--- src/rtl/rv_pkg.sv ---
package rv_pkg;

	localparam int XLEN = 32;

	// ******************************
	// Encodings
	// ******************************
	localparam logic [6:0] OP_LUI    = 7'b0110111;
	localparam logic [6:0] OP_AUIPC  = 7'b0010111;
	localparam logic [6:0] OP_JAL    = 7'b1101111;
	localparam logic [6:0] OP_JALR   = 7'b1100111;
	localparam logic [6:0] OP_BRANCH = 7'b1100011;
	localparam logic [6:0] OP_STORE  = 7'b0100011;
	localparam logic [6:0] OP_IMM    = 7'b0010011;
	localparam logic [6:0] OP_REG    = 7'b0110011;
	localparam logic [6:0] OP_SYSTEM = 7'b1110011;

	localparam logic [XLEN-1:0] INST_ECALL  = 32'h0000_0073;
	localparam logic [XLEN-1:0] INST_EBREAK = 32'h0010_0073;
	localparam logic [XLEN-1:0] INST_MRET   = 32'h3020_0073;

	localparam logic [11:0] CSR_MTVEC    = 12'h305;
	localparam logic [11:0] CSR_MSCRATCH = 12'h340;
	localparam logic [11:0] CSR_MEPC     = 12'h341;
	localparam logic [11:0] CSR_MCAUSE   = 12'h342;

	localparam logic [XLEN-1:0] CAUSE_ECALL_M = 32'd11;

	typedef enum logic [2:0] {
		CLASS_R,
		CLASS_I,
		CLASS_U,
		CLASS_J,
		CLASS_B,
		CLASS_CSR,
		CLASS_SYSTEM
	} inst_class_t;

	typedef enum logic [3:0] {
		ALU_ADD,
		ALU_SUB,
		ALU_SLL,
		ALU_SLT,
		ALU_SLTU,
		ALU_XOR,
		ALU_SRL,
		ALU_SRA,
		ALU_OR,
		ALU_AND,
		ALU_PASS_B
	} alu_op_t;

	// Same order as funct3[1:0] of csrrw/csrrs/csrrc
	typedef enum logic [1:0] {
		CSR_NONE,
		CSR_WRITE,
		CSR_SET,
		CSR_CLEAR
	} csr_op_t;

	// ******************************
	// Shared structs
	// ******************************
	typedef struct packed {
		logic [4:0]      rs1;
		logic [4:0]      rs2;
		logic [4:0]      rd;
		logic [2:0]      funct3;
		logic [XLEN-1:0] imm;
		inst_class_t     cls;
		alu_op_t         alu_op;
		csr_op_t         csr_op;
		logic [11:0]     csr_addr;
		logic            reg_wen;
		logic            use_imm;
		logic            use_pc;
		logic            is_branch;
		logic            is_jal;
		logic            is_jalr;
		logic            is_ecall;
		logic            is_mret;
		logic            is_ebreak;
	} decoded_inst_t;

	typedef struct packed {
		logic            take;
		logic [XLEN-1:0] target;
	} redirect_t;

endpackage

--- src/rtl/rv_regfile.sv ---
`timescale 1ns/1ps

module rv_regfile import rv_pkg::*; (
	input  logic            clk,
	input  logic            reset,
	input  logic            valid,
	input  decoded_inst_t   dec,
	input  logic [XLEN-1:0] wb_data,
	output logic [XLEN-1:0] src1,
	output logic [XLEN-1:0] src2,
	output logic [XLEN-1:0] a0_value
);

	logic [XLEN-1:0] regs [32];

	always_ff @(posedge clk) begin
		if (reset) begin
			for (int i = 0; i < 32; i++)
				regs[i] <= '0;
		end else if (valid && dec.reg_wen) begin
			regs[dec.rd] <= wb_data;
		end
	end

	// x0 reads zero
	assign src1 = (dec.rs1 == 5'd0) ? '0 : regs[dec.rs1];
	assign src2 = (dec.rs2 == 5'd0) ? '0 : regs[dec.rs2];

	assign a0_value = regs[10];

endmodule

--- config.mk ---
export PLATFORM = sky130hd
export DESIGN_NAME = rv_regfile
export DESIGN_NICKNAME = d
export VERILOG_FILES = /design/src/rtl/rv_pkg.sv /design/src/rtl/rv_regfile.sv
export SDC_FILE = /design/constraint.sdc
export NUM_CORES = 2
export LEC_CHECK = 0
export BUFFER_PORTS_ARGS = -buffer_cell sky130_fd_sc_hd__buf_2
export CORE_MARGIN = 4
export CORE_UTILIZATION = 30
export DETAILED_ROUTE_END_ITERATION = 7
export HOLD_SLACK_MARGIN = 0.02
export PLACE_DENSITY = 0.48
export SETUP_SLACK_MARGIN = 0.5
export SLEW_MARGIN = 25
export SYNTH_ARGS = -nofsm -noshare
export SYNTH_HDL_FRONTEND = slang
export SYNTH_SLANG_ARGS = --single-unit
--- constraint.sdc ---
create_clock -name clk -period 2.2 [get_ports clk]
set_input_delay 0.11 -clock clk [delete_from_list [all_inputs] [get_ports clk]]
set_output_delay 0.11 -clock clk [all_outputs]
set_load 0.01 [all_outputs]
Word-level counts from Yosys, hierarchy flattened --
Memory sizes are Yosys's and may differ from the RTL's. Cells that the tools add are included.
Word-level totals: memories 1, bits of input ports 115, flip-flop bits (word level) 0, RAM bits 1024
Memories:
- regs | depth 32, width 32, rd ports 3, clocked after memory_dff 0, wr ports 32, line rv_regfile.sv:14 | logic [XLEN-1:0] regs [32];
Operators by class: reductions and logical operators 4, multiplexer cells 10
Operators with widths (count):
- 32-bit 2-to-1 mux | 3
- 32-bit OR reduction | 1
- 5-bit logical NOT | 2
- 1-bit 2-to-1 mux | 6
- 5-bit 2-to-1 mux | 1
- 1-bit logical AND | 1

Logic depth before layout (Yosys ltp) --
depth after elaboration 6, depth in mapped cells 9, mapped depth without buffers 4

Worst setup path after synthesis --
No wires, ideal clock.
kind input -> output, start point in dec[77] in the netlist's numbering, end point out src1[10], buffers on the path 3, arrival 1.756 ns, cell stages on the path 7, required time 2.090 ns, setup slack 0.334 ns, path through buf_2 -> buf_2 -> buf_1 -> mux4_2 -> mux4_2 -> o22ai_1 -> nor3_1
Between the ends: longest elaborated chain between the ends 2, elaborated cells on any way between the ends 3
RTL lines:
- start, declared | line rv_regfile.sv:7 | input decoded_inst_t dec,
- memory read 32 x 32 bit or 5-bit logical NOT (tied branches)
- 32-bit 2-to-1 mux * | line rv_regfile.sv:26 | assign src1 = (dec.rs1 == 5'd0) ? '0 : regs[dec.rs1];
- end, declared | line rv_regfile.sv:9 | output logic [XLEN-1:0] src1,
Every way passes the cells marked *; elsewhere a longest branch is shown, timed or not.

==> impl_results.md <==
- Status: finished with violations
- Failing checks: setup timing
- Mux contribution to synthesized area: 0.2291
- Drt drc: 0
- Clock Path Buffers: 3
- WL met1: 88090 µm
- Setup ws final: -637.1 ps
- Die Span X: 434.1 µm
- Post-Syn Instances: 3546
- Initial antenna violation count: 17
- Total CTS buffers: 115
- Largest family of logic cells by synthesized area: multiplexers
- Simple-gate share of the synthesized area: 0.1371
- Congestion Overflow GR: 0
- Initial Utilization: 0.3017
- CP endpoint kind: output port
- Register name with the most flops: regs
- Top sig layer: met5
- Layout net count: approximately 4.1k
- CTS Root Buffer Type: clkbuf_16
- Sequential-to-total area share from yosys stat: 0.5646
- Crit Path Class: flip-flop to output port
- I/O pin cnt: 211
- Synthesized area: 54470 µm²
- Row count: 156
- Cell variety after synth: 43
- Post-synth top area share: 0.5646
- CP dominant cell by count: mux4_2
- Yosys warnings: 0
- Setup TNS Final: -31490 ps
- Worst Path Max Fanout: 2
- Die Y: 434.1 µm
- Peak supply drop: approximately 0.70 mV
- First-pass DRT Iterations: 5
- Largest area contributor in the netlist: edfxtp_1
- WP data arrival: about 2700 ps
- Measured slew at the worst slew-check pin: 907.2 ps
- Final setup fails: 64
- Vias in the first global route: between 30k and 40k
- Layout cells sized above 1: 0.3785
- Critical Path Source Type: flip-flop
- Post-synth ARST share: 0
- Syn Nets: 3661
- Avg Cell Area, Syn: 15.36 µm²
- Synth top area cells: edfxtp_1, mux4_2, and2_1
- Post-synth top flop: edfxtp_1
- Slew margin rel.: 0.3930
- Largest net degree at the start of global routing: 40
- Fin crit share: 1.290
- Die ar.: 188400 µm²
- Top Registers: regs x1024
- RSZ-0062 raised after global routing: true
- Gr usage total: 0.2136
- Adder-Cell Fraction of Synth Area: 0
- Pwr per Cell Area: 730.2 nW/µm²
- Clock transition at the registers of the reported paths: 60 ps
- Port Buffers: around 150
- Metal3 WL: 11050 µm
- HPWL after detailed placement: between 100000 and 150000 µm
- Worst path cell trace: mux4_2 > mux4_2 > o22ai_2 > buf_6 > nor3_4 > buf_2
- Min-delay worst type: input pin to flip-flop
- Met2 Wirelength: around 99000 µm
- DR WL/cell: 31.67 µm
- Crit path time final: 2837 ps
- Worst path slowest cell: mux4_2
- Clock sink total: 1024
- Area delta synth->final: 24.18%
- Final cell count without fillers: 6429
- Core ar.: around 180000 µm²
- Total power draw: 49.39 mW
- Vias after detailed routing: 34.67k
- Final instance area: 67640 µm²
- Max incr delay on CP: 540 ps
- CTS tree: done
- DP Area: 62010 µm²
- H-tree Lvls: 3
- Global-route wire length before repair: 284400 µm
- Maxcap violations: 0
- Fin. Hold Viols: 0
- EDFF count, synth: 1024
- Worst Path Required: 2090 ps
- Iteration-0 DRC Markers: 3748
- Max FFs per register: 1024
- GP Congestion: 0.8242
- Post-synthesis xor/xnor area fraction: 0
- Leakage: 23.72 nW
- F_max: 0.3525 GHz
- Compound-gate portion of the synthesized area: 0.03613
- Max-slew violation count: 0
- Vias per std cell: 5.392
- Post-synthesis register bit count: slightly above 1k
- Post-route ant nets: 0
- Placed cells: roughly 6.1k
- Routed WL: 203600 µm
metrics by stage:
| stage | hold WS, ps | utilization | worst slack [ps] |
|---|---|---|---|
| floorplan | 308.2 | - | 466.9 |
| global placement | 617.7 | 0.3434 | -818.2 |
| detailed placement | 620.0 | 0.3435 | -565.0 |
| CTS | 23.37 | 0.3733 | -704.6 |
| global route | 52.82 | 0.3744 | -717.6 |
| finish | 57.21 | 0.3746 | -637.1 |
logic make-up after synthesis:
logic type / Yosys count
flip-flops: 1024
AO/OA/AOI/OAI: 259
AND/OR/NAND/NOR: 1220
buffers and inverters: 386
multiplexers: 657
synthesized netlist by cell type (all sizes together), types with 2 or more instances:
master   number
a211oi       34
nor4          5
o221ai       27
mux4        468
or2          34
and2       1027
or3           2
clkbuf      271
nor2         38
nor2b        13
nand2b        5
and3          3
o211ai        2
and4b         3
nand2        15
edfxtp     1024
mux2i       159
nand4b        2
a22o         51
nand3b        6
o22ai        81
a32o          4
a22oi        18
nor3         55
nand3         6
or3b          3
a21oi        11
a21o          2
mux2         30
buf         114
a2111oi      27
worst max-delay path: cells and delay by family (launching register included):
family | cells | cell delay, ps
AO/OA/AOI/OAI | 1 | 190
buffers and inverters | 2 | 280
flip-flops | 1 | 450
multiplexers | 2 | 1020
AND/OR/NAND/NOR | 1 | 40
layer usage:
metal	vias to the layer above	track usage
met5	-	0
met4	2	0.05282
met3	238	0.02930
met2	1213	0.3551
met1	18620	0.2957
li1	14590	-
layout make-up:
cell class	instances	area, µm²
timing repair buffer	673	6720
sequential	1024	30750
fill	16930	112900
clock inverter	69	626.9
multi-input combinational	2136	23540
tap	2370	2965
inverter	1	3.754
antenna	14	35.03
clock buffer	142	3000
cell usage in the layout (no fill, tap or decap), drive strengths merged, types with 34 or more instances in the layout:
master	n
edfxtp	1024
buf	653
mux4	468
clkbuf	144
a211oi	34
nor3	55
nor2	38
o22ai	81
mux2i	159
and2	1027
clkinv	51
or2	34
a22o	51
timing repair:
| action | 4_1_cts | 5_1_grt |
|---|---|---|
| cloned | 0 | 0 |
| setup buffers | 33 | 9 |
| pin swaps | 105 | 14 |
| endpoints found under the setup margin | 64 | 65 |
| hold buffers | 18 | 0 |
| endpoints found under the hold margin | 254 | 0 |
| resized for setup | 244 | 27 |
worst paths after layout:
path | start | endpoint | slack, ps | cells past startpoint
hold / removal | wb_data[31] | regs[8][31] | 60 | 2
setup / recovery | regs[17][14] | src1[14] | -640 | 6
power breakdown:
group          internal [mW]  leakage, nW  switching [mW]  total (mW)
combinational           3.39         12.2            3.78        7.17
sequential              22.5         9.73           0.562        23.0
clock                   10.9         1.77            8.28        19.2
total                   36.8         23.7            12.6        49.4
No activity file was read; power rests on OpenSTA's default activity.
