**config.mk**
```make
export PLATFORM = sky130hd
export DESIGN_NAME = rv_idu
export DESIGN_NICKNAME = d
export VERILOG_FILES = /design/src/rtl/rv_pkg.sv /design/src/rtl/rv_idu.sv
export SDC_FILE = /design/constraint.sdc
export NUM_CORES = 1
export LEC_CHECK = 0
export BUFFER_PORTS_ARGS = -buffer_cell sky130_fd_sc_hd__buf_2
export CAP_MARGIN = 10
export CORE_MARGIN = 2
export CORE_UTILIZATION = 36
export DETAILED_ROUTE_END_ITERATION = 12
export GPL_TIMING_DRIVEN = 1
export PLACE_DENSITY = 0.85
export SYNTH_ARGS = -nofsm -noshare
export SYNTH_HDL_FRONTEND = slang
export SYNTH_SLANG_ARGS = --single-unit
```
**constraint.sdc**
```tcl
create_clock -name vclk -period 2.3
set_input_delay 0.575 -clock vclk [all_inputs]
set_output_delay 0.575 -clock vclk [all_outputs]
set_load 0.03 [all_outputs]
```
**src/rtl/rv_pkg.sv**
```systemverilog
package rv_pkg;

	localparam int XLEN = 32;

	// ******************************
	// Encodings
	// ******************************
	localparam logic [6:0] OP_LUI    = 7'b0110111;
	localparam logic [6:0] OP_AUIPC  = 7'b0010111;
	localparam logic [6:0] OP_JAL    = 7'b1101111;
	localparam logic [6:0] OP_JALR   = 7'b1100111;
	localparam logic [6:0] OP_BRANCH = 7'b1100011;
	localparam logic [6:0] OP_STORE  = 7'b0100011;
	localparam logic [6:0] OP_IMM    = 7'b0010011;
	localparam logic [6:0] OP_REG    = 7'b0110011;
	localparam logic [6:0] OP_SYSTEM = 7'b1110011;

	localparam logic [XLEN-1:0] INST_ECALL  = 32'h0000_0073;
	localparam logic [XLEN-1:0] INST_EBREAK = 32'h0010_0073;
	localparam logic [XLEN-1:0] INST_MRET   = 32'h3020_0073;

	localparam logic [11:0] CSR_MTVEC    = 12'h305;
	localparam logic [11:0] CSR_MSCRATCH = 12'h340;
	localparam logic [11:0] CSR_MEPC     = 12'h341;
	localparam logic [11:0] CSR_MCAUSE   = 12'h342;

	localparam logic [XLEN-1:0] CAUSE_ECALL_M = 32'd11;

	typedef enum logic [2:0] {
		CLASS_R,
		CLASS_I,
		CLASS_U,
		CLASS_J,
		CLASS_B,
		CLASS_CSR,
		CLASS_SYSTEM
	} inst_class_t;

	typedef enum logic [3:0] {
		ALU_ADD,
		ALU_SUB,
		ALU_SLL,
		ALU_SLT,
		ALU_SLTU,
		ALU_XOR,
		ALU_SRL,
		ALU_SRA,
		ALU_OR,
		ALU_AND,
		ALU_PASS_B
	} alu_op_t;

	// Same order as funct3[1:0] of csrrw/csrrs/csrrc
	typedef enum logic [1:0] {
		CSR_NONE,
		CSR_WRITE,
		CSR_SET,
		CSR_CLEAR
	} csr_op_t;

	// ******************************
	// Shared structs
	// ******************************
	typedef struct packed {
		logic [4:0]      rs1;
		logic [4:0]      rs2;
		logic [4:0]      rd;
		logic [2:0]      funct3;
		logic [XLEN-1:0] imm;
		inst_class_t     cls;
		alu_op_t         alu_op;
		csr_op_t         csr_op;
		logic [11:0]     csr_addr;
		logic            reg_wen;
		logic            use_imm;
		logic            use_pc;
		logic            is_branch;
		logic            is_jal;
		logic            is_jalr;
		logic            is_ecall;
		logic            is_mret;
		logic            is_ebreak;
	} decoded_inst_t;

	typedef struct packed {
		logic            take;
		logic [XLEN-1:0] target;
	} redirect_t;

endpackage

```
**src/rtl/rv_idu.sv**
```systemverilog
`timescale 1ns/1ps

module rv_idu import rv_pkg::*; (
	input  logic [XLEN-1:0] inst,
	output decoded_inst_t   dec
);

	logic [6:0]      opcode;
	logic [2:0]      funct3;
	logic            alt;
	logic [XLEN-1:0] imm_i;
	logic [XLEN-1:0] imm_s;
	logic [XLEN-1:0] imm_b;
	logic [XLEN-1:0] imm_u;
	logic [XLEN-1:0] imm_j;
	alu_op_t         f3_op;

	assign opcode = inst[6:0];
	assign funct3 = inst[14:12];
	assign alt = inst[30];

	assign imm_i = {{20{inst[31]}}, inst[31:20]};
	assign imm_s = {{20{inst[31]}}, inst[31:25], inst[11:7]};
	assign imm_b = {{19{inst[31]}}, inst[31], inst[7], inst[30:25], inst[11:8], 1'b0};
	assign imm_u = {inst[31:12], 12'b0};
	assign imm_j = {{11{inst[31]}}, inst[31], inst[19:12], inst[20], inst[30:21], 1'b0};

	// funct3 to ALU op, shared by OP and OP-IMM
	always_comb begin
		case (funct3)
			3'b001: f3_op = ALU_SLL;
			3'b010: f3_op = ALU_SLT;
			3'b011: f3_op = ALU_SLTU;
			3'b100: f3_op = ALU_XOR;
			3'b101: f3_op = alt ? ALU_SRA : ALU_SRL;
			3'b110: f3_op = ALU_OR;
			3'b111: f3_op = ALU_AND;
			default: f3_op = ALU_ADD;
		endcase
	end

	always_comb begin
		dec = '0;
		dec.rs1 = inst[19:15];
		dec.rs2 = inst[24:20];
		dec.rd = inst[11:7];
		dec.funct3 = funct3;
		dec.csr_addr = inst[31:20];
		dec.imm = imm_i;
		dec.cls = CLASS_SYSTEM;
		dec.alu_op = ALU_ADD;
		dec.csr_op = CSR_NONE;
		case (opcode)
			OP_LUI: begin
				dec.cls = CLASS_U;
				dec.imm = imm_u;
				dec.alu_op = ALU_PASS_B;
				dec.use_imm = 1'b1;
			end
			OP_AUIPC: begin
				dec.cls = CLASS_U;
				dec.imm = imm_u;
				dec.use_imm = 1'b1;
				dec.use_pc = 1'b1;
			end
			OP_JAL: begin
				dec.cls = CLASS_J;
				dec.imm = imm_j;
				dec.use_imm = 1'b1;
				dec.use_pc = 1'b1;
				dec.is_jal = 1'b1;
			end
			OP_JALR: begin
				dec.cls = CLASS_I;
				dec.use_imm = 1'b1;
				dec.is_jalr = 1'b1;
			end
			OP_BRANCH: begin
				dec.cls = CLASS_B;
				dec.imm = imm_b;
				dec.alu_op = ALU_SUB;
				dec.is_branch = 1'b1;
			end
			// No data memory, decoded as a no-op
			OP_STORE: dec.imm = imm_s;
			OP_IMM: begin
				dec.cls = CLASS_I;
				dec.use_imm = 1'b1;
				dec.alu_op = f3_op;
			end
			OP_REG: begin
				dec.cls = CLASS_R;
				dec.alu_op = (funct3 == 3'b000 && alt) ? ALU_SUB : f3_op;
			end
			OP_SYSTEM: begin
				if (funct3 inside {3'b001, 3'b010, 3'b011}) begin
					dec.cls = CLASS_CSR;
					dec.csr_op = csr_op_t'(funct3[1:0]);
				end else begin
					dec.is_ecall = (inst == INST_ECALL);
					dec.is_mret = (inst == INST_MRET);
					dec.is_ebreak = (inst == INST_EBREAK);
				end
			end
			default: ;
		endcase
		dec.reg_wen = (dec.cls inside {CLASS_R, CLASS_I, CLASS_U, CLASS_J, CLASS_CSR})
			&& (dec.rd != 5'd0);
	end

endmodule

```
-- Word level (Yosys, flattened, before mapping)
Index checks and enable logic that the tools add are counted.
- register bits: 0
- input bits: 32
- logic and storage cells: 50
- equality and inequality tests: 23
- reductions and logical operators: 11
- mux-type cells: 16
- operator list (kind ; number):
    $pmux W31 S4 ; 1
    $eq A32 B21 Y1 const B ; 1
    $eq A32 B30 Y1 const B ; 1
    $eq A32 B7 Y1 const B ; 1
    $eq A7 B7 Y1 const B ; 4
    $pmux W4 S7 ; 1
    $eq A7 B6 Y1 const B ; 3
    $pmux W3 S6 ; 1
    $pmux W4 S4 ; 1
    $eq A3 B3 Y1 const B ; 5
    $eq A7 B5 Y1 const B ; 2
    $eq A3 B2 Y1 const B ; 4
    $reduce_bool A5 Y1 ; 2
    $eq A3 B1 Y1 const B ; 2
    $logic_not A3 Y1 ; 2
    $mux W1 ; 6
    $mux W2 ; 3
    $mux W3 ; 2
    $reduce_or A2 Y1 ; 3
    $reduce_or A5 Y1 ; 1
    $mux W4 ; 1
    $reduce_bool A3 Y1 ; 1
    $logic_and A1 B1 Y1 ; 2

-- Depth between registers and ports, before layout
Gate-level depths: netlist of run 1.
- word-level depth: 7
- gate-level depth with buffers: 6
- depth with buffers taken out: 4

-- Worst setup path before layout of run 1
OpenSTA, ideal clock, no wires.
- path kind: input to output
- start point: input port inst[16]
- end point: output port dec[2] in the netlist's numbering
- cell stages on the path: 4
- arrival time: 2.421 ns
- data required time: 1.725 ns
- slack: -0.696 ns
- cell sequence: or4_1 -> nor3_1 -> nand4_1 -> nor4b_1
- RTL lines (what ; RTL line ; text):
    start, declared ; rv_idu.sv:4 ; input logic [XLEN-1:0] inst,
    end, declared ; rv_idu.sv:5 ; output decoded_inst_t dec

==> results of run 1 <==
cell usage in the layout, fill, tap and decap left out, types with 2 or more instances in the layout:
master,instances
o21ai_1,2
or4_4,3
buf_2,61
nand2b_1,2
or3_4,2
o21ai_2,3
nor2b_1,5
a21o_1,21
nor3_4,4
nor2b_4,3
a22o_1,4
and2_4,2
nand4_1,2
nand2b_4,2
o21ai_0,2
nor2_4,6
nor2_1,6
a211o_1,2
or2_4,3
nand2_1,4
nand3_1,3
inv_1,5
buf_4,43
buf_6,55
nand3b_1,2
and2_1,2
power by group:
group	internal (mW)	switching [mW]	leakage (nW)
clock	0	0	0
combinational	0.195	0.286	1.31
sequential	0	0	0
stage by stage:
step | hold slack [ns] | util | TNS, ns
after CTS | 1.44 | 0.835 | -5.73
after detailed placement | 1.43 | 0.666 | -7.69
after global routing | 1.46 | 0.918 | -6.66
after global placement | 1.43 | 0.666 | -7.20
final | 1.45 | 0.918 | -4.98
after floorplan | 1.20 | - | -0.927
area by class of cell:
cell class	count	area, sq um
multi-input combinational	103	941
tap	30	37.5
timing repair buffer	163	1320
fill	107	208
inverter	5	18.8
worst max-delay path by stage:
stage / start / endpoint / slack [ns] / cells past startpoint
2_1_floorplan: inst[16] / dec[0] / -0.29 / 4
3_3_place_gp: inst[8] / dec[0] / -0.41 / 7
3_5_place_dp: inst[8] / dec[0] / -0.41 / 7
4_1_cts: inst[8] / dec[0] / -0.31 / 7
5_1_grt: inst[9] / dec[0] / -0.42 / 7
6_report: inst[16] / dec[0] / -0.33 / 7
cells by family (layout without fill, tap and decap cells):
group | count (synthesis) | count (layout) | synth area share
buf+inv | 44 | 168 | 0.306
compound gates | 41 | 41 | 0.304
mux | 2 | 2 | 0.0217
simple gates | 58 | 60 | 0.368
timing repair:
action | 4_1_cts | 5_1_grt
pin swaps | 28 | 12
gates cloned | 2 | 1
setup buffers | 7 | 6
gates resized for setup | 102 | 48
endpoints found under the setup margin | 41 | 46
worst max-delay path: stages:
cell      delay [ns]
buf_6           0.09
or4_4           0.54
nor3_4          0.14
nand4_1         0.12
buf_6           0.15
nor4bb_4        0.25
buf_4           0.20
routing by layer:
| layer | routed length [microns] | part of all wire | global-route usage |
|---|---|---|---|
| met1 | 2160 | 0.34 | 0.289 |
| met2 | 3320 | 0.52 | 0.576 |
| met3 | 563 | 0.088 | 0.0512 |
| met4 | 328 | 0.051 | 0.126 |
| met5 | 0 | 0 | 0 |
==> run metrics, run 1 <==
largest net degree at the start of global routing 12; most area-consuming cells after synthesis buf_4, a21o_1, nor2b_1, nor2_1, a22o_1; die area 3160 sq um; synth cell count leaders buf_4, a21o_1, nor2_1, nor2b_1, o21ai_0; Synthesis Warnings 0; top cell type's share of synthesized area 0.252; Initial Util 0.389; # nets final 305; diode count 0; vias per cell 5.75; vias 1,732; GRT Total Usage 0.291; total grt overflow 0; Pwr Density 208 nW/um^2; layout cells sized above 1 0.745; Placed Area 1680 sq um; Reg area 0 sq um; fmax 0.380 GHz; DP Cell Count 288; register area share after synthesis 0; Worst VDD drop 0.000205 V; min Tclk post-route 2.63 ns; Clock Buffer Count 0; Die Wd 56.2 microns; fin cells 301; CP Max Fanout 3; Syn Nets 177; post-route cell area 2310 sq um; synth-to-layout area growth 136%; first-pass GRT wire length 7.52 mm; routed len/inst 21.2 microns; average size of a mapped cell 6.77 sq um; CP Class primary input to primary output; Data arrival, critical path 2.06 ns; Port Buffer Count 112; Pre-antenna DRT Iters 4; CP Launch Type primary input; Residual DRC 0; Hold Fails Final Rpt 0; Final ANT Viol Nets 0; Maximum Capacitance Violations 0; Final setup viols 40; Static Leak 1.31 nW; row cnt 18; RSZ-0062 raised after global routing true; worst-margin pin slew 0.326 ns; cell count after synthesis 145; Tcrit/Tclk final 1.14; Mapped Area 982 sq um; final worst slack -0.332 ns; DP Worst Slack -0.410 ns; status complete, but fails checks; dominant cell type by area after synthesis buf_4; Hold Path Origin inst[26]; gpl congestion 0.830; initial antenna violation count 0; max-slew violation count 0; CP endpoint kind primary output; cell with the most instances after synthesis buf_4; Core Box Area 2520 sq um; seq_cells 0; Hold EP dec[15]; drt initial violations 123; Die H 56.2 microns; Hold Path Stages 2; required time of the critical path 1.73 ns; Routed WL 6.37 mm; CTS Hold Bufs 0; violated checks negative setup slack; vias in the first global route 1,555; DP Wirelength 3.18 mm; IO Count 112; relative slew slack 0.780; hold crit path type primary input to primary output; Distinct cells, synth 36; Tot Pwr 481 uW
Power figures use the tool's default switching activity.
==> run 2: changes to the inputs <==
==> constraint.sdc (replaced) <==
create_clock -name vclk -period 2.3
set_input_delay 0.46 -clock vclk [all_inputs]
set_output_delay 0.46 -clock vclk [all_outputs]
set_load 0.03 [all_outputs]
==> run 2 against run 1 <==
  * Power decreased by 23%
  * Maximum frequency up 12%
  * Die area unchanged
  * Wire length fell by 41%
  * Sequential cell count did not move
  * The run still ends with negative setup slack left
  * Critical path depth down 1
  * Non-clock buffer count fell by 21
  * Hold slack worse by 0.24 ns
  * Critical endpoint unchanged
  * Core utilization shrank 25 points
  * Clock-buffer cell count is the same
==> run metrics, run 2 (same netlist as run 1, synthesis figures left out) <==
status complete, but fails checks (unchanged); violated checks negative setup slack (unchanged); relative slew slack 0.747 (was 0.780); Port Buffer Count 112 (unchanged); gpl congestion 0.841 (was 0.830); Residual DRC 0 (unchanged); GRT Total Usage 0.209 (was 0.291); total grt overflow 0 (unchanged); seq_cells 0 (unchanged); most common cell after layout, fill and taps aside buf_2 (unchanged); min Tclk post-route 2.35 ns (was 2.63 ns); initial antenna violation count 0 (unchanged); vias per cell 5.10 (was 5.75); Pwr Density 220 nW/um^2 (was 208 nW/um^2); Worst VDD drop 0.000201 V (was 0.000205 V); max-slew violation count 0 (unchanged); Maximum Capacitance Violations 0 (unchanged); Final setup viols 2 (was 40); Clock Buffer Count 0 (unchanged); Tcrit/Tclk final 1.02 (was 1.14); Core Box Area 2520 sq um (unchanged); CTS Hold Bufs 0 (unchanged); final worst slack -0.0491 ns (was -0.332 ns); CP Max Fanout 3 (unchanged); Placed Area 1520 sq um (was 1680 sq um); Static Leak 1.01 nW (was 1.31 nW); DP Wirelength 3.00 mm (was 3.18 mm); most frequent cells in the layout buf_2, buf_4, a21o_1, nor2b_1, nor2_1 (was buf_2, buf_6, buf_4, a21o_1); synth-to-layout area growth 72.2% (was 136%); Hold Fails Final Rpt 0 (unchanged); # nets final 282 (was 305); drt initial violations 30 (was 123); Reg area 0 sq um (unchanged); CP Launch Type primary input (unchanged); CP endpoint kind primary output (unchanged); Die Wd 56.2 microns (unchanged); RSZ-0062 raised after global routing true (unchanged); vias 1,419 (was 1,732); die area 3160 sq um (unchanged); largest net degree at the start of global routing 16 (was 12); diode count 0 (unchanged); vias in the first global route 1,240 (was 1,555); IO Count 112 (unchanged); Initial Util 0.389 (unchanged); Final ANT Viol Nets 0 (unchanged); CP Class primary input to primary output (unchanged); Pre-antenna DRT Iters 4 (unchanged); Die H 56.2 microns (unchanged); hold crit path type primary input to primary output (unchanged); DP Cell Count 274 (was 288); Max Used Layer met4 (unchanged); Metal-1 WL 1.55 mm (was 2.16 mm); post-route cell area 1690 sq um (was 2310 sq um); first-pass GRT wire length 5.64 mm (was 7.52 mm); Routed WL 3.74 mm (was 6.37 mm); met2 wire len 1.88 mm (was 3.32 mm); row cnt 18 (unchanged); Data arrival, critical path 1.89 ns (was 2.06 ns); fmax 0.426 GHz (was 0.380 GHz); fin cells 278 (was 301); met3 wire length 284 microns (was 563 microns); required time of the critical path 1.84 ns (was 1.73 ns); routed len/inst 13.5 microns (was 21.2 microns); layout cells sized above 1 0.649 (was 0.745); worst-margin pin slew 0.376 ns (was 0.326 ns)
## run 2: changes by cell type in the layout (fill, tap and decap cells not counted), sizes merged
| cell | before | now |
|---|---|---|
| or2 | 3 | 2 |
| nor2 | 12 | 11 |
| buf | 162 | 135 |
| clkbuf | 1 | 7 |
## run 2: report_power, final
group          internal, mW  total [mW]  switching, mW
Combinational         0.133       0.372          0.239
Clock                     0           0              0
Sequential                0           0              0
Total                 0.133       0.372          0.239
## run 2: metrics by stage
step | setup WS (ns) | hold WS [ns] | util | power, mW | setup TNS, ns
6_report | -0.0491 | 1.21 | 0.671 | 0.372 | -0.0627
5_1_grt | -0.132 | 1.21 | 0.671 | 0.394 | -0.867
4_1_cts | -0.0674 | 1.18 | 0.624 | 0.359 | -0.125
3_5_place_dp | -0.168 | 1.20 | 0.604 | 0.352 | -0.412
3_3_place_gp | -0.157 | 1.20 | 0.604 | 0.348 | -0.326
2_1_floorplan | -0.171 | 0.989 | - | 0.251 | -0.411
## run 2: timing repair
item,CTS,global route
cloned,0,1
gates resized for setup,11,24
buffers inserted,0,3
endpoints found under the setup margin,7,17
pin swaps,2,4
## run 2: per-layer routing
layer  up-vias  GRT usage
met3         4     0.0116
met2        76      0.405
met1       645      0.266
li1        694          -
met5         -          0
met4         0          0
## run 2: layout make-up
type	count	area, sq um
fill	237	831
tap	30	37.5
timing repair buffer	142	865
inverter	5	18.8
multi-input combinational	101	771
## run 2: worst paths after layout
| path | cells past startpoint | endpoint | slack [ns] | start |
|---|---|---|---|---|
| worst min-delay path | 2 | dec[75] | 1.21 | inst[15] |
| worst max-delay path | 6 | dec[0] | -0.05 | inst[16] |
## run 2: worst max-delay path, cell delays in order
cell and delay, ns:
buf_8 0.10, or4_4 0.52, nor3_2 0.13, nand4_1 0.19, nor4bb_2 0.30, buf_4 0.20
