[src/rtl/rv_pkg.sv]
package rv_pkg;

	localparam int XLEN = 32;

	// ******************************
	// Encodings
	// ******************************
	localparam logic [6:0] OP_LUI    = 7'b0110111;
	localparam logic [6:0] OP_AUIPC  = 7'b0010111;
	localparam logic [6:0] OP_JAL    = 7'b1101111;
	localparam logic [6:0] OP_JALR   = 7'b1100111;
	localparam logic [6:0] OP_BRANCH = 7'b1100011;
	localparam logic [6:0] OP_STORE  = 7'b0100011;
	localparam logic [6:0] OP_IMM    = 7'b0010011;
	localparam logic [6:0] OP_REG    = 7'b0110011;
	localparam logic [6:0] OP_SYSTEM = 7'b1110011;

	localparam logic [XLEN-1:0] INST_ECALL  = 32'h0000_0073;
	localparam logic [XLEN-1:0] INST_EBREAK = 32'h0010_0073;
	localparam logic [XLEN-1:0] INST_MRET   = 32'h3020_0073;

	localparam logic [11:0] CSR_MTVEC    = 12'h305;
	localparam logic [11:0] CSR_MSCRATCH = 12'h340;
	localparam logic [11:0] CSR_MEPC     = 12'h341;
	localparam logic [11:0] CSR_MCAUSE   = 12'h342;

	localparam logic [XLEN-1:0] CAUSE_ECALL_M = 32'd11;

	typedef enum logic [2:0] {
		CLASS_R,
		CLASS_I,
		CLASS_U,
		CLASS_J,
		CLASS_B,
		CLASS_CSR,
		CLASS_SYSTEM
	} inst_class_t;

	typedef enum logic [3:0] {
		ALU_ADD,
		ALU_SUB,
		ALU_SLL,
		ALU_SLT,
		ALU_SLTU,
		ALU_XOR,
		ALU_SRL,
		ALU_SRA,
		ALU_OR,
		ALU_AND,
		ALU_PASS_B
	} alu_op_t;

	// Same order as funct3[1:0] of csrrw/csrrs/csrrc
	typedef enum logic [1:0] {
		CSR_NONE,
		CSR_WRITE,
		CSR_SET,
		CSR_CLEAR
	} csr_op_t;

	// ******************************
	// Shared structs
	// ******************************
	typedef struct packed {
		logic [4:0]      rs1;
		logic [4:0]      rs2;
		logic [4:0]      rd;
		logic [2:0]      funct3;
		logic [XLEN-1:0] imm;
		inst_class_t     cls;
		alu_op_t         alu_op;
		csr_op_t         csr_op;
		logic [11:0]     csr_addr;
		logic            reg_wen;
		logic            use_imm;
		logic            use_pc;
		logic            is_branch;
		logic            is_jal;
		logic            is_jalr;
		logic            is_ecall;
		logic            is_mret;
		logic            is_ebreak;
	} decoded_inst_t;

	typedef struct packed {
		logic            take;
		logic [XLEN-1:0] target;
	} redirect_t;

endpackage

[src/rtl/rv_exu.sv]
`timescale 1ns/1ps

module rv_exu import rv_pkg::*; (
	input  decoded_inst_t   dec,
	input  logic [XLEN-1:0] pc,
	input  logic [XLEN-1:0] src1,
	input  logic [XLEN-1:0] src2,
	input  logic [XLEN-1:0] csr_rdata,
	output logic [XLEN-1:0] wb_data,
	output redirect_t       exu_redirect
);

	logic [XLEN-1:0] op_a;
	logic [XLEN-1:0] op_b;
	logic [XLEN-1:0] alu_out;
	logic [XLEN-1:0] target;
	logic [XLEN-1:0] link;
	logic            br_taken;

	assign op_a = dec.use_pc ? pc : src1;
	assign op_b = dec.use_imm ? dec.imm : src2;

	// ******************************
	// ALU
	// ******************************
	always_comb begin
		case (dec.alu_op)
			ALU_ADD: alu_out = op_a + op_b;
			ALU_SUB: alu_out = op_a - op_b;
			ALU_SLL: alu_out = op_a << op_b[4:0];
			ALU_SLT: alu_out = {{(XLEN-1){1'b0}}, $signed(op_a) < $signed(op_b)};
			ALU_SLTU: alu_out = {{(XLEN-1){1'b0}}, op_a < op_b};
			ALU_XOR: alu_out = op_a ^ op_b;
			ALU_SRL: alu_out = op_a >> op_b[4:0];
			ALU_SRA: alu_out = $signed(op_a) >>> op_b[4:0];
			ALU_OR: alu_out = op_a | op_b;
			ALU_AND: alu_out = op_a & op_b;
			default: alu_out = op_b;
		endcase
	end

	// ******************************
	// Branches and jumps
	// ******************************
	always_comb begin
		case (dec.funct3)
			3'b000: br_taken = (src1 == src2);
			3'b001: br_taken = (src1 != src2);
			3'b100: br_taken = ($signed(src1) < $signed(src2));
			3'b101: br_taken = ($signed(src1) >= $signed(src2));
			3'b110: br_taken = (src1 < src2);
			3'b111: br_taken = (src1 >= src2);
			default: br_taken = 1'b0;
		endcase
	end

	always_comb begin
		if (dec.is_jalr)
			target = (src1 + dec.imm) & ~32'd1;
		else
			target = pc + dec.imm;
	end

	assign link = pc + 32'd4;

	assign exu_redirect.take = (dec.is_branch && br_taken) || dec.is_jal || dec.is_jalr;
	assign exu_redirect.target = target;

	always_comb begin
		if (dec.is_jal || dec.is_jalr)
			wb_data = link;
		else if (dec.cls == CLASS_CSR)
			wb_data = csr_rdata;
		else
			wb_data = alu_out;
	end

endmodule

[config.mk]
export PLATFORM = sky130hd
export DESIGN_NAME = rv_exu
export DESIGN_NICKNAME = d
export VERILOG_FILES = /design/src/rtl/rv_pkg.sv /design/src/rtl/rv_exu.sv
export SDC_FILE = /design/constraint.sdc
export NUM_CORES = 1
export LEC_CHECK = 0
export ABC_AREA = 1
export BUFFER_PORTS_ARGS = -buffer_cell sky130_fd_sc_hd__buf_2
export CAP_MARGIN = 25
export CELL_PAD_IN_SITES_DETAIL_PLACEMENT = 0
export CELL_PAD_IN_SITES_GLOBAL_PLACEMENT = 2
export CORE_MARGIN = 2
export CORE_UTILIZATION = 31
export DETAILED_ROUTE_END_ITERATION = 12
export PLACE_DENSITY = 0.95
export RECOVER_POWER = 50
export SLEW_MARGIN = 20
export SYNTH_ARGS = -nofsm -noshare
export SYNTH_HDL_FRONTEND = slang
export SYNTH_SLANG_ARGS = --single-unit
export TNS_END_PERCENT = 10
[constraint.sdc]
create_clock -name vclk -period 8.6
set_clock_uncertainty 0.2 [all_clocks]
set_input_delay 0.86 -clock vclk [all_inputs]
set_output_delay 0.86 -clock vclk [all_outputs]
set_load 0.005 [all_outputs]
# --- Word level (Yosys, flattened, before mapping) ---
# Cells that the tools add are included.
totals:
  latchBits: 0
  reg_bits: 0
  rom_bits: 0
  ramBits: 0
  input_bits: 208
  memories: 0
  elab_cells: 47
classes:
  magnitude_cmp: 6
  mux: 7
  eq_ne: 17
  shift: 3
  n_bitwise: 3
  n_div: 0
  n_mul: 0
  addsub: 5
  reduce_logical: 6
ops:
  columns: ["op", "n"]
  rows:
  - ["32-bit one-hot mux with 10 select lines", 1]
  - ["32-bit two-way mux", 5]
  - ["32-bit < comparator", 4]
  - ["32-bit adder", 3]
  - ["32-bit >= comparator", 2]
  - ["32-bit by 3-bit adder with 32-bit output (second input constant)", 1]
  - ["32-bit AND", 1]
  - ["32-bit equality test", 1]
  - ["32-bit != test", 1]
  - ["32-bit OR", 1]
  - ["32-bit by 5-bit left shift with 32-bit output", 1]
  - ["32-bit by 5-bit >> shifter with 32-bit output", 1]
  - ["32-bit by 5-bit >>> shifter with 32-bit output", 1]
  - ["32-bit subtractor", 1]
  - ["32-bit bitwise XOR", 1]
  - ["4-bit by 3-bit equality test with 1-bit output (second input constant)", 4]
  - ["3-bit equality test (second input constant)", 5]
  - ["4-bit by 2-bit equality test with 1-bit output (second input constant)", 2]
  - ["4-bit equality test (second input constant)", 2]
  - ["1-bit one-hot mux with 6 select lines", 1]
  - ["4-bit by 1-bit equality test with 1-bit output (second input constant)", 1]
  - ["4-bit logical NOT", 1]
  - ["3-bit by 1-bit equality test with 1-bit output (second input constant)", 1]
  - ["3-bit logical NOT", 1]
  - ["2 further kinds", 4]

# --- Longest topological paths before layout ---
# Gate-level depths: netlist of run 1.
logic_depth:
  word_depth: 5
  mapped_depth: 26

# --- Worst setup path before layout of run 1 ---
# Ideal clock, no wire load.
synth_timing:
  path_kind: "input -> output"
  start: "input dec[7] in the netlist's numbering"
  end: "output wb_data[15]"
  cell_stages: 26
  arrival_ns: 3.395
  path_buffers: 4
  setup_slack_ns: 4.145
  path_cell_list: "buf_6 -> inv_4 -> buf_4 -> clkbuf_1 -> or2_2 -> o21ai_0 -> ha_1 -> buf_2 -> inv_1 -> nand2_1 -> nor2_1 -> nand3_1 -> nand2_1 -> nand2_1 -> nand2_1 -> nand2_1 -> nand2_1 -> nand2_1 -> nand3_1 -> o21ai_1 -> nor2_1 -> nand2_1 -> nand2_1 -> nand2_1 -> nand2_1 -> nand2_1"
synth_between:
  elab_chain_cells: 5
  elab_cells_between_ends: 12
synth_rtl:
  columns: ["element", "line_no", "text"]
  rows:
  - ["start, declared", "rv_exu.sv:4", "input decoded_inst_t dec,"]
  - ["32-bit two-way mux (*)", "rv_exu.sv:21", "assign op_b = dec.use_imm ? dec.imm : src2;"]
  - ["32-bit subtractor (tied with other cells)", "rv_exu.sv:29", "ALU_SUB: alu_out = op_a - op_b;"]
  - ["32-bit one-hot mux with 10 select lines (*)", "rv_exu.sv:27", "case (dec.alu_op)"]
  - ["32-bit two-way mux (*)", "rv_exu.sv:72", "else if (dec.cls == CLASS_CSR)"]
  - ["32-bit two-way mux (*)", "rv_exu.sv:70", "if (dec.is_jal || dec.is_jalr)"]
  - ["end, declared", "rv_exu.sv:9", "output logic [XLEN-1:0] wb_data,"]
# Mark *: on every way between the ends. The rest lies on a longest branch, timed or not.

# --- Final worst setup path of run 1 ---
layout_timing:
  start: "input dec[7] in the netlist's numbering"
  end: "output wb_data[0]"
layout_between:
  elab_chain_cells: 5
  elab_cells_between_ends: 14
layout_rtl:
  columns: ["element", "line_no"]
  rows:
  - ["32-bit two-way mux (*)", "rv_exu.sv:21"]
  - ["32-bit subtractor (tied with other cells)", "rv_exu.sv:29"]
  - ["32-bit one-hot mux with 10 select lines (*)", "rv_exu.sv:27"]
  - ["32-bit two-way mux (*)", "rv_exu.sv:72"]
  - ["32-bit two-way mux (*)", "rv_exu.sv:70"]
# Marked as above.

==> results of run 1 <==
-- through the flow --
step | hold slack [ps] | cell area (um^2)
global route | 1890 | 18300
CTS | 1850 | 18400
finish | 1860 | 18300
global placement | 1850 | 18300
floorplan | 1570 | 16600
detailed placement | 1850 | 18400
-- cells in the final DEF, fill, tap and decap left out, drive strengths merged, types with 11 or more instances in the layout --
| cell type | netlist | final |
|---|---|---|
| nand3 | 424 | 424 |
| inv | 385 | 385 |
| o21a | 11 | 11 |
| o21bai | 19 | 19 |
| o211ai | 17 | 17 |
| nand2 | 1118 | 1118 |
| xnor2 | 14 | 14 |
| a21o | 16 | 16 |
| nor3 | 53 | 53 |
| ha | 194 | 194 |
| xor2 | 23 | 23 |
| nand4 | 53 | 53 |
| o21ai | 225 | 225 |
| nand3b | 11 | 11 |
| nor4 | 13 | 13 |
| o22ai | 13 | 13 |
| nor2 | 303 | 303 |
| buf | 67 | 243 |
| a21oi | 235 | 235 |
| or2 | 32 | 32 |
| clkbuf | 49 | 24 |
-- power by group --
part	switching [W]	internal, W
sequential	0	0
combinational	0.00108	0.000436
clock	0	0
-- routing by layer --
metal	global-route usage	share of wire
met1	0.416	0.41
met3	0.0392	0.086
met5	0	0.00029
met4	0.144	0.052
met2	0.535	0.45
-- logic make-up after synthesis --
kind of cell,Yosys count
and+or+nand+nor,2009
AOI/OAI and AO/OA,581
buffers and inverters,504
adders and majority gates,198
xor gates and xnor gates,37
muxes,1
-- cell type report --
class	count	area [um^2]	share of cell area
tap	688	861	0.0470
timing repair buffer	267	1390	0.0756
multi-input combinational	2826	14600	0.798
inverter	388	1460	0.0796
-- critical path, delay by kind of cell --
| family | cells | cell delay (ps) |
|---|---|---|
| buffers and inverters | 4 | 1090 |
| and+or+nand+nor | 17 | 2640 |
| adders and majority gates | 2 | 730 |
-- worst paths after layout --
check / end / slack [ps] / depth (start not counted) / from
max: wb_data[0] / 2190 / 23 / dec[7]
min: wb_data[0] / 1860 / 4 / pc[0]
==> impl.org, run 1 <==
** Yosys
- Syn_area_per_cell :: 4.99 um^2
- Synth Area in XOR/XNOR :: 0.0195
- Of the total synthesized cell area, the portion taken by AND, OR, NAND and NOR gates is 0.512.
- The number of nets handed over by synthesis was 3736.
- Measured against the total synthesized area, the mux share comes to 0.000602.
- Of the total synthesized cell area, the portion taken by full adders, half adders and majority gates is 0.151.
- Most frequent cells after synthesis :: sky130_fd_sc_hd__nand2_1 (1111), sky130_fd_sc_hd__nand3_1 (423), sky130_fd_sc_hd__inv_1 (375)
- The largest total area in the synthesized netlist belongs to sky130_fd_sc_hd__nand2_1.
- Count of yosys warnings during synthesis :: 0
- After synthesis, the largest family of logic cells by area is simple AND/OR/NAND/NOR gates.
- After synthesis the cells add up to 16600 um^2.
- In the post-synthesis netlist, the cell with the most instances is sky130_fd_sc_hd__nand2_1.
- By area the synthesized netlist is led by sky130_fd_sc_hd__nand2_1 (25%), sky130_fd_sc_hd__ha_1 (15%), sky130_fd_sc_hd__nand3_1 (13%).
- For this run, the register share of the synthesized area comes to 0.
- Counting every instance in the synthesized netlist gives 3330.
- The share of synthesized area in the top cell type comes to 0.251.
- The compound-gate portion of the synthesized area was 0.195.
- The netlist uses 56 different library cells.

** STA
- For this run, the top clock speed supported by timing is 156 MHz.
- Setup repair after global routing left no endpoint under its margin.
- Worst-Margin Slew :: 2340 ps
- Subtracting the final worst setup slack from the clock period gives 6410 ps.
- Post-route setup TNS :: 0 ps
- Headroom to the max-slew limit came out at -0.557.
- Smallest setup slack after layout :: 2190 ps
- The total count of max-transition violations in the final report was 44.
- Total count of hold-check failures in the final report :: 0
- Setup violations remaining at the end of the flow were counted as 0.
- Final period util :: 0.745

** Routing
- The routed layout has 23600 vias.
- Post-route DRC :: 0
- Number of search-and-repair iterations in the first detailed-routing pass :: 6
- Average wire per cell in the routed design :: 22.6 um
- In this run the remaining antenna-violating nets after routing total 0.
- After detailed routing, the number of vias per cell comes to 5.65.
- DRC violation total after the first TritonRoute iteration :: 2577
- Total Routed Length :: 94200 um

** Placement
- Post-Place Setup Slack :: 2380 ps
- In this run the tool buffered the top-level ports with 240 buffer cells.
- The wire-length estimate of the detail-placed layout is 79400 um.
- RD Place Congestion :: 1.04
- The number of placed instances, taps included, is 4169.

** Global route
- Tot GR Track Use :: 0.322
- Entering global routing, the biggest net connects 66 pins.
- Vias in the first global route :: 22100
- Global routing finished with a remaining overflow of 0.
- Antenna violations before repair :: 2
- Wire length of the first global-routing pass :: 137000 um

** Floorplan
- The die covers 55500 um^2.
- In this run the count of I/O pins placed on the die edge is 273.
- The core region is 52800 um^2.
- Die extent in x :: 236 um
- For this configuration, the core starts out at a cell density of 0.315.
- The floorplan has 84 rows.
- The die is 236 um tall.

** Status
- Run status :: finished, violations left
- Failing checks :: max-capacitance violations, max-slew violations

** Finish
- After the flow finishes, the layout carries non-filler instances totaling 4169.
- Fill cells in the final layout number 6436.
- The layout has 0 clock buffers.
- Relative to the synthesized area, the layout overhead comes to 10.2%.
- Measured on the finished design, the core utilization comes to 0.347.
- In the final layout, the share of cells above drive strength 1 is 0.0893.
- In the finished design the tool counted flip-flops and latches totalling 0.
- In the final layout, flip-flops and latches occupy 0 um^2.
- # nets final :: 3889
- The number of antenna diodes in the final layout is 0.

** Power
- Worst VDD drop :: 0.0000425 V
- In this run the power density over the cells is 82.9 nW/um^2.
- The completed layout was analyzed and its total power is 0.00152 W.
- Leak :: 9.99 nW

** Critical path
- The critical path is of the primary input to primary output type.
- Among all stages on the critical path, the largest delay is contributed by sky130_fd_sc_hd__buf_2.
- Data on the critical path is required at its endpoint by 7540 ps.
- Counting stages on the worst path, the most repeated cell is sky130_fd_sc_hd__nand2_1.
- Type of destination of the critical path :: primary output
- Of all nets on the critical path, the largest fanout is 35.
- The worst setup path is launched from a primary input.
- Cell chain of the critical path :: buf_2, inv_4, nand2_1, nand2_2, ha_1, inv_1, fa_1, nand3_1, nand2_1, nand2_1, nand3_1, nand3_1, nand2_1, nand3_1, nand2_1, nand2_1, nand3_1, nand3_1, nand2_1, nand2_1, nand2_1, nand2_1, buf_2
- On the worst path, the slowest cell contributes a delay of 560 ps.
- At the worst endpoint, the arrival time is 5350 ps.

** Clock tree
- Number of buffers inserted for hold repair after clock tree synthesis :: 0
- The number of setup buffers added after CTS is 0.
- Number of instances resized during post-cts repair :: 0

** Worst hold path
- The min-delay analysis places its worst path in the category primary input to primary output.

** Flow run
- The tool flagged a number of max-cap violations equal to 1.
Note: power is estimated with default switching activity, not from simulation.
==> inputs of run 2 (changes only) <==
CORE_UTILIZATION = 26   (was 31)
PLACE_DENSITY = 0.85   (was 0.95)
clock period = 5.6 ns   (was 8.6 ns; I/O delays follow)
==> run 2 against run 1 <==
Effect of this change: largest cell class unchanged; design area rose by 2.5%; highest routed layer unchanged; total power rose by 56%; sequential share of layout area unchanged; via count is 0.74% higher; critical endpoint unchanged; setup slack got worse by 1700 ps; worst hold slack got worse by 680 ps; the run still ends with max-capacitance violations, max-slew violations left; die area grew 19%; count of clock-buffer cells in the layout stayed put; final cell count grew 4.6%; critical path type unchanged; first-iteration DRC count fell by 3.1%.
==> impl.org, run 2 (synthesized netlist as in run 1, its figures left out) <==
** Status
- Run status :: finished, violations left
- The checks that failed: max-capacitance violations, max-slew violations.

** Floorplan
- The die is 257 um wide.
- Vert. Die Dim :: 257 um
- Initial core utilization :: 0.263
- Overall die area :: 66000 um^2
- The initialized floorplan defines 92 standard-cell rows.
- 273 I/O pins were placed.
- Placeable core area :: 63100 um^2

** Global route
- Final global-route overflow total :: 0
- Largest net degree at the start of global routing :: 67
- Antenna violations before repair :: 4
- The first global-routing pass estimated 141000 um of wire.
- The number of global-route vias before repair was 22400.
- Tot GR Track Use :: 0.282

** Finish
- The final layout contains a sequential cell count of 0.
- In the layout the commonest cells are sky130_fd_sc_hd__nand2_1 (1110), sky130_fd_sc_hd__nand3_1 (423), sky130_fd_sc_hd__inv_1 (375).
- Leaving out fill and tap cells, the most frequent cell in the layout is sky130_fd_sc_hd__nand2_1.
- Of the cells placed in the final design, the portion with a size suffix greater than 1 is 0.0965.
- Layout Cells excl Fill :: 4362
- Final-layout clock buffer total :: 0
- Synthesis-to-layout area growth :: 12.9%
- FF+latch area :: 0 um^2
- # nets final :: 3922
- Post-layout utilization of the core :: 0.298

** Routing
- Via Count :: 23700
- In this run, the number of DRC markers left after iteration 0 of detailed routing was 2496.
- After detailed routing, the average wire length per cell comes to 22.6 um.
- After detailed routing, the number of vias per cell comes to 5.44.
- The first detailed-routing pass ran for 8 iterations.
- Post-route DRC :: 0
- Post-detailed-route count of antenna-violating nets :: 0
- The final layout contains routed wiring with a total length of 98400 um.

** Critical path
- Slowest stage delay, CP :: 480 ps
- Class of the most critical setup path :: primary input to primary output
- The number of buffers and inverters on the critical path is 7.
- Crit start category :: primary input
- Grouping stages by cell kind, the critical path spends the most delay in simple AND/OR/NAND/NOR gates.
- STA classifies the critical path endpoint as a primary output.
- The most critical setup path has its startpoint at dec[6].
- At the worst endpoint, the required time is 4840 ps.
- Traced cell by cell, the critical path runs through buf_2, inv_2, buf_4, nand2_1, nand2_1, inv_1, ha_1, inv_1, a21oi_1, inv_1, nand2_1, nand2_1, a21oi_1, nand2_1, nand3_1, nand3_1, nand3_1, nand3_1, nand2_1, nand2_1, nand2_1, nand2_1, buf_2.
- Worst path slowest cell :: sky130_fd_sc_hd__ha_1
- Library cell appearing most often on the critical path :: sky130_fd_sc_hd__nand2_1
- In this run the worst path has a maximum fanout of 27.
- Data on the critical path arrives at its endpoint at 4360 ps.

** STA
- Fin crit period :: 5120 ps
- At the pin with the least slew margin, the transition time is 2130 ps.
- RSZ-0062 raised after global routing :: no
- Total count of hold-check failures in the final report :: 0
- Slew margin rel. :: -0.417
- Max Slew Vio Count :: 43
- After routing, the total negative slack on setup checks comes to 0 ps.
- In the finished design, the share of the clock period the worst path needs comes to 0.915.
- Setup violations remaining at the end of the flow were counted as 0.
- Derived from the worst setup path, the maximum achievable clock frequency is 195 MHz.

** Power
- P_sw :: 0.00168 W
- Of the total power, the share spent switching nets is 0.709.
- In this run the power density over the cells is 127 nW/um^2.
- Leak :: 10.1 nW
- The share of total power dissipated in sequential elements is 0.
- Of the total power, combinational logic draws 1.000.
- Fraction of power consumed by the clock network :: 0
- Int Pwr :: 0.000693 W
- Worst VDD drop :: 0.0000498 V

** Clock tree
- Count of buffers added by post-CTS timing repair for setup :: 0
- Number of instances resized during post-cts repair :: 0
- After clock tree synthesis, the flow added hold-fix buffers numbering 0.

** Placement
- After detailed placement, the design holds a cell count of 4360.
- Detailed placement ended at an HPWL of 84000 um.
- At the end of routability-driven placement, the weighted congestion stood at 1.04.
- Port buffering added 240 buffers.

** Flow run
- Number of maximum-capacitance constraint violations :: 1

** Worst hold path
- Worst min-delay path startpoint :: dec[5]
- Min-delay worst type :: primary input to primary output
## run 2: cell types whose count changed in the layout (fill, tap and decap cells not counted)
cell,before,now
sky130_fd_sc_hd__buf_4,23,54
sky130_fd_sc_hd__o21ai_0,201,200
sky130_fd_sc_hd__buf_12,0,2
sky130_fd_sc_hd__clkbuf_1,23,28
sky130_fd_sc_hd__buf_2,218,216
sky130_fd_sc_hd__diode_2,0,2
sky130_fd_sc_hd__o21ai_1,20,21
sky130_fd_sc_hd__buf_8,2,0
sky130_fd_sc_hd__clkbuf_2,1,0
## run 2: through the flow
step	power (W)	worst slack [ps]	instance area (um^2)	hold slack (ps)
after floorplan	0.00144	1740	16600	971
after global placement	0.00232	609	18800	1190
after detailed placement	0.00231	577	18800	1190
after CTS	0.00232	576	18800	1190
after global routing	0.00258	74.0	18800	1200
final	0.00238	477	18800	1180
## run 2: final cells by class
| type | count | area [um^2] |
|---|---|---|
| fill | 7657 | 44300 |
| multi-input combinational | 2826 | 14600 |
| timing repair buffer | 300 | 1630 |
| inverter | 388 | 1460 |
| tap | 846 | 1060 |
| antenna | 2 | 5.00 |
## run 2: path summary, 6_finish.rpt
path                to  slack [ps]  depth (start not counted)
min   exu_redirect[32]        1180                          4
max         wb_data[0]         480                         23
## run 2: metal layers
layer	GRT usage	share of wire
met4	0.0932	0.039
met1	0.371	0.43
met2	0.477	0.46
met3	0.0313	0.078
met5	0	0.00028
## run 2: power by group through the flow
stage / Combinational, W / Sequential, W / Clock, W
3_5_place_dp: 0.00231 / 0 / 0
2_1_floorplan: 0.00144 / 0 / 0
6_report: 0.00238 / 0 / 0.0000000000261
3_3_place_gp: 0.00232 / 0 / 0
4_1_cts: 0.00232 / 0 / 0
5_1_grt: 0.00258 / 0 / 0
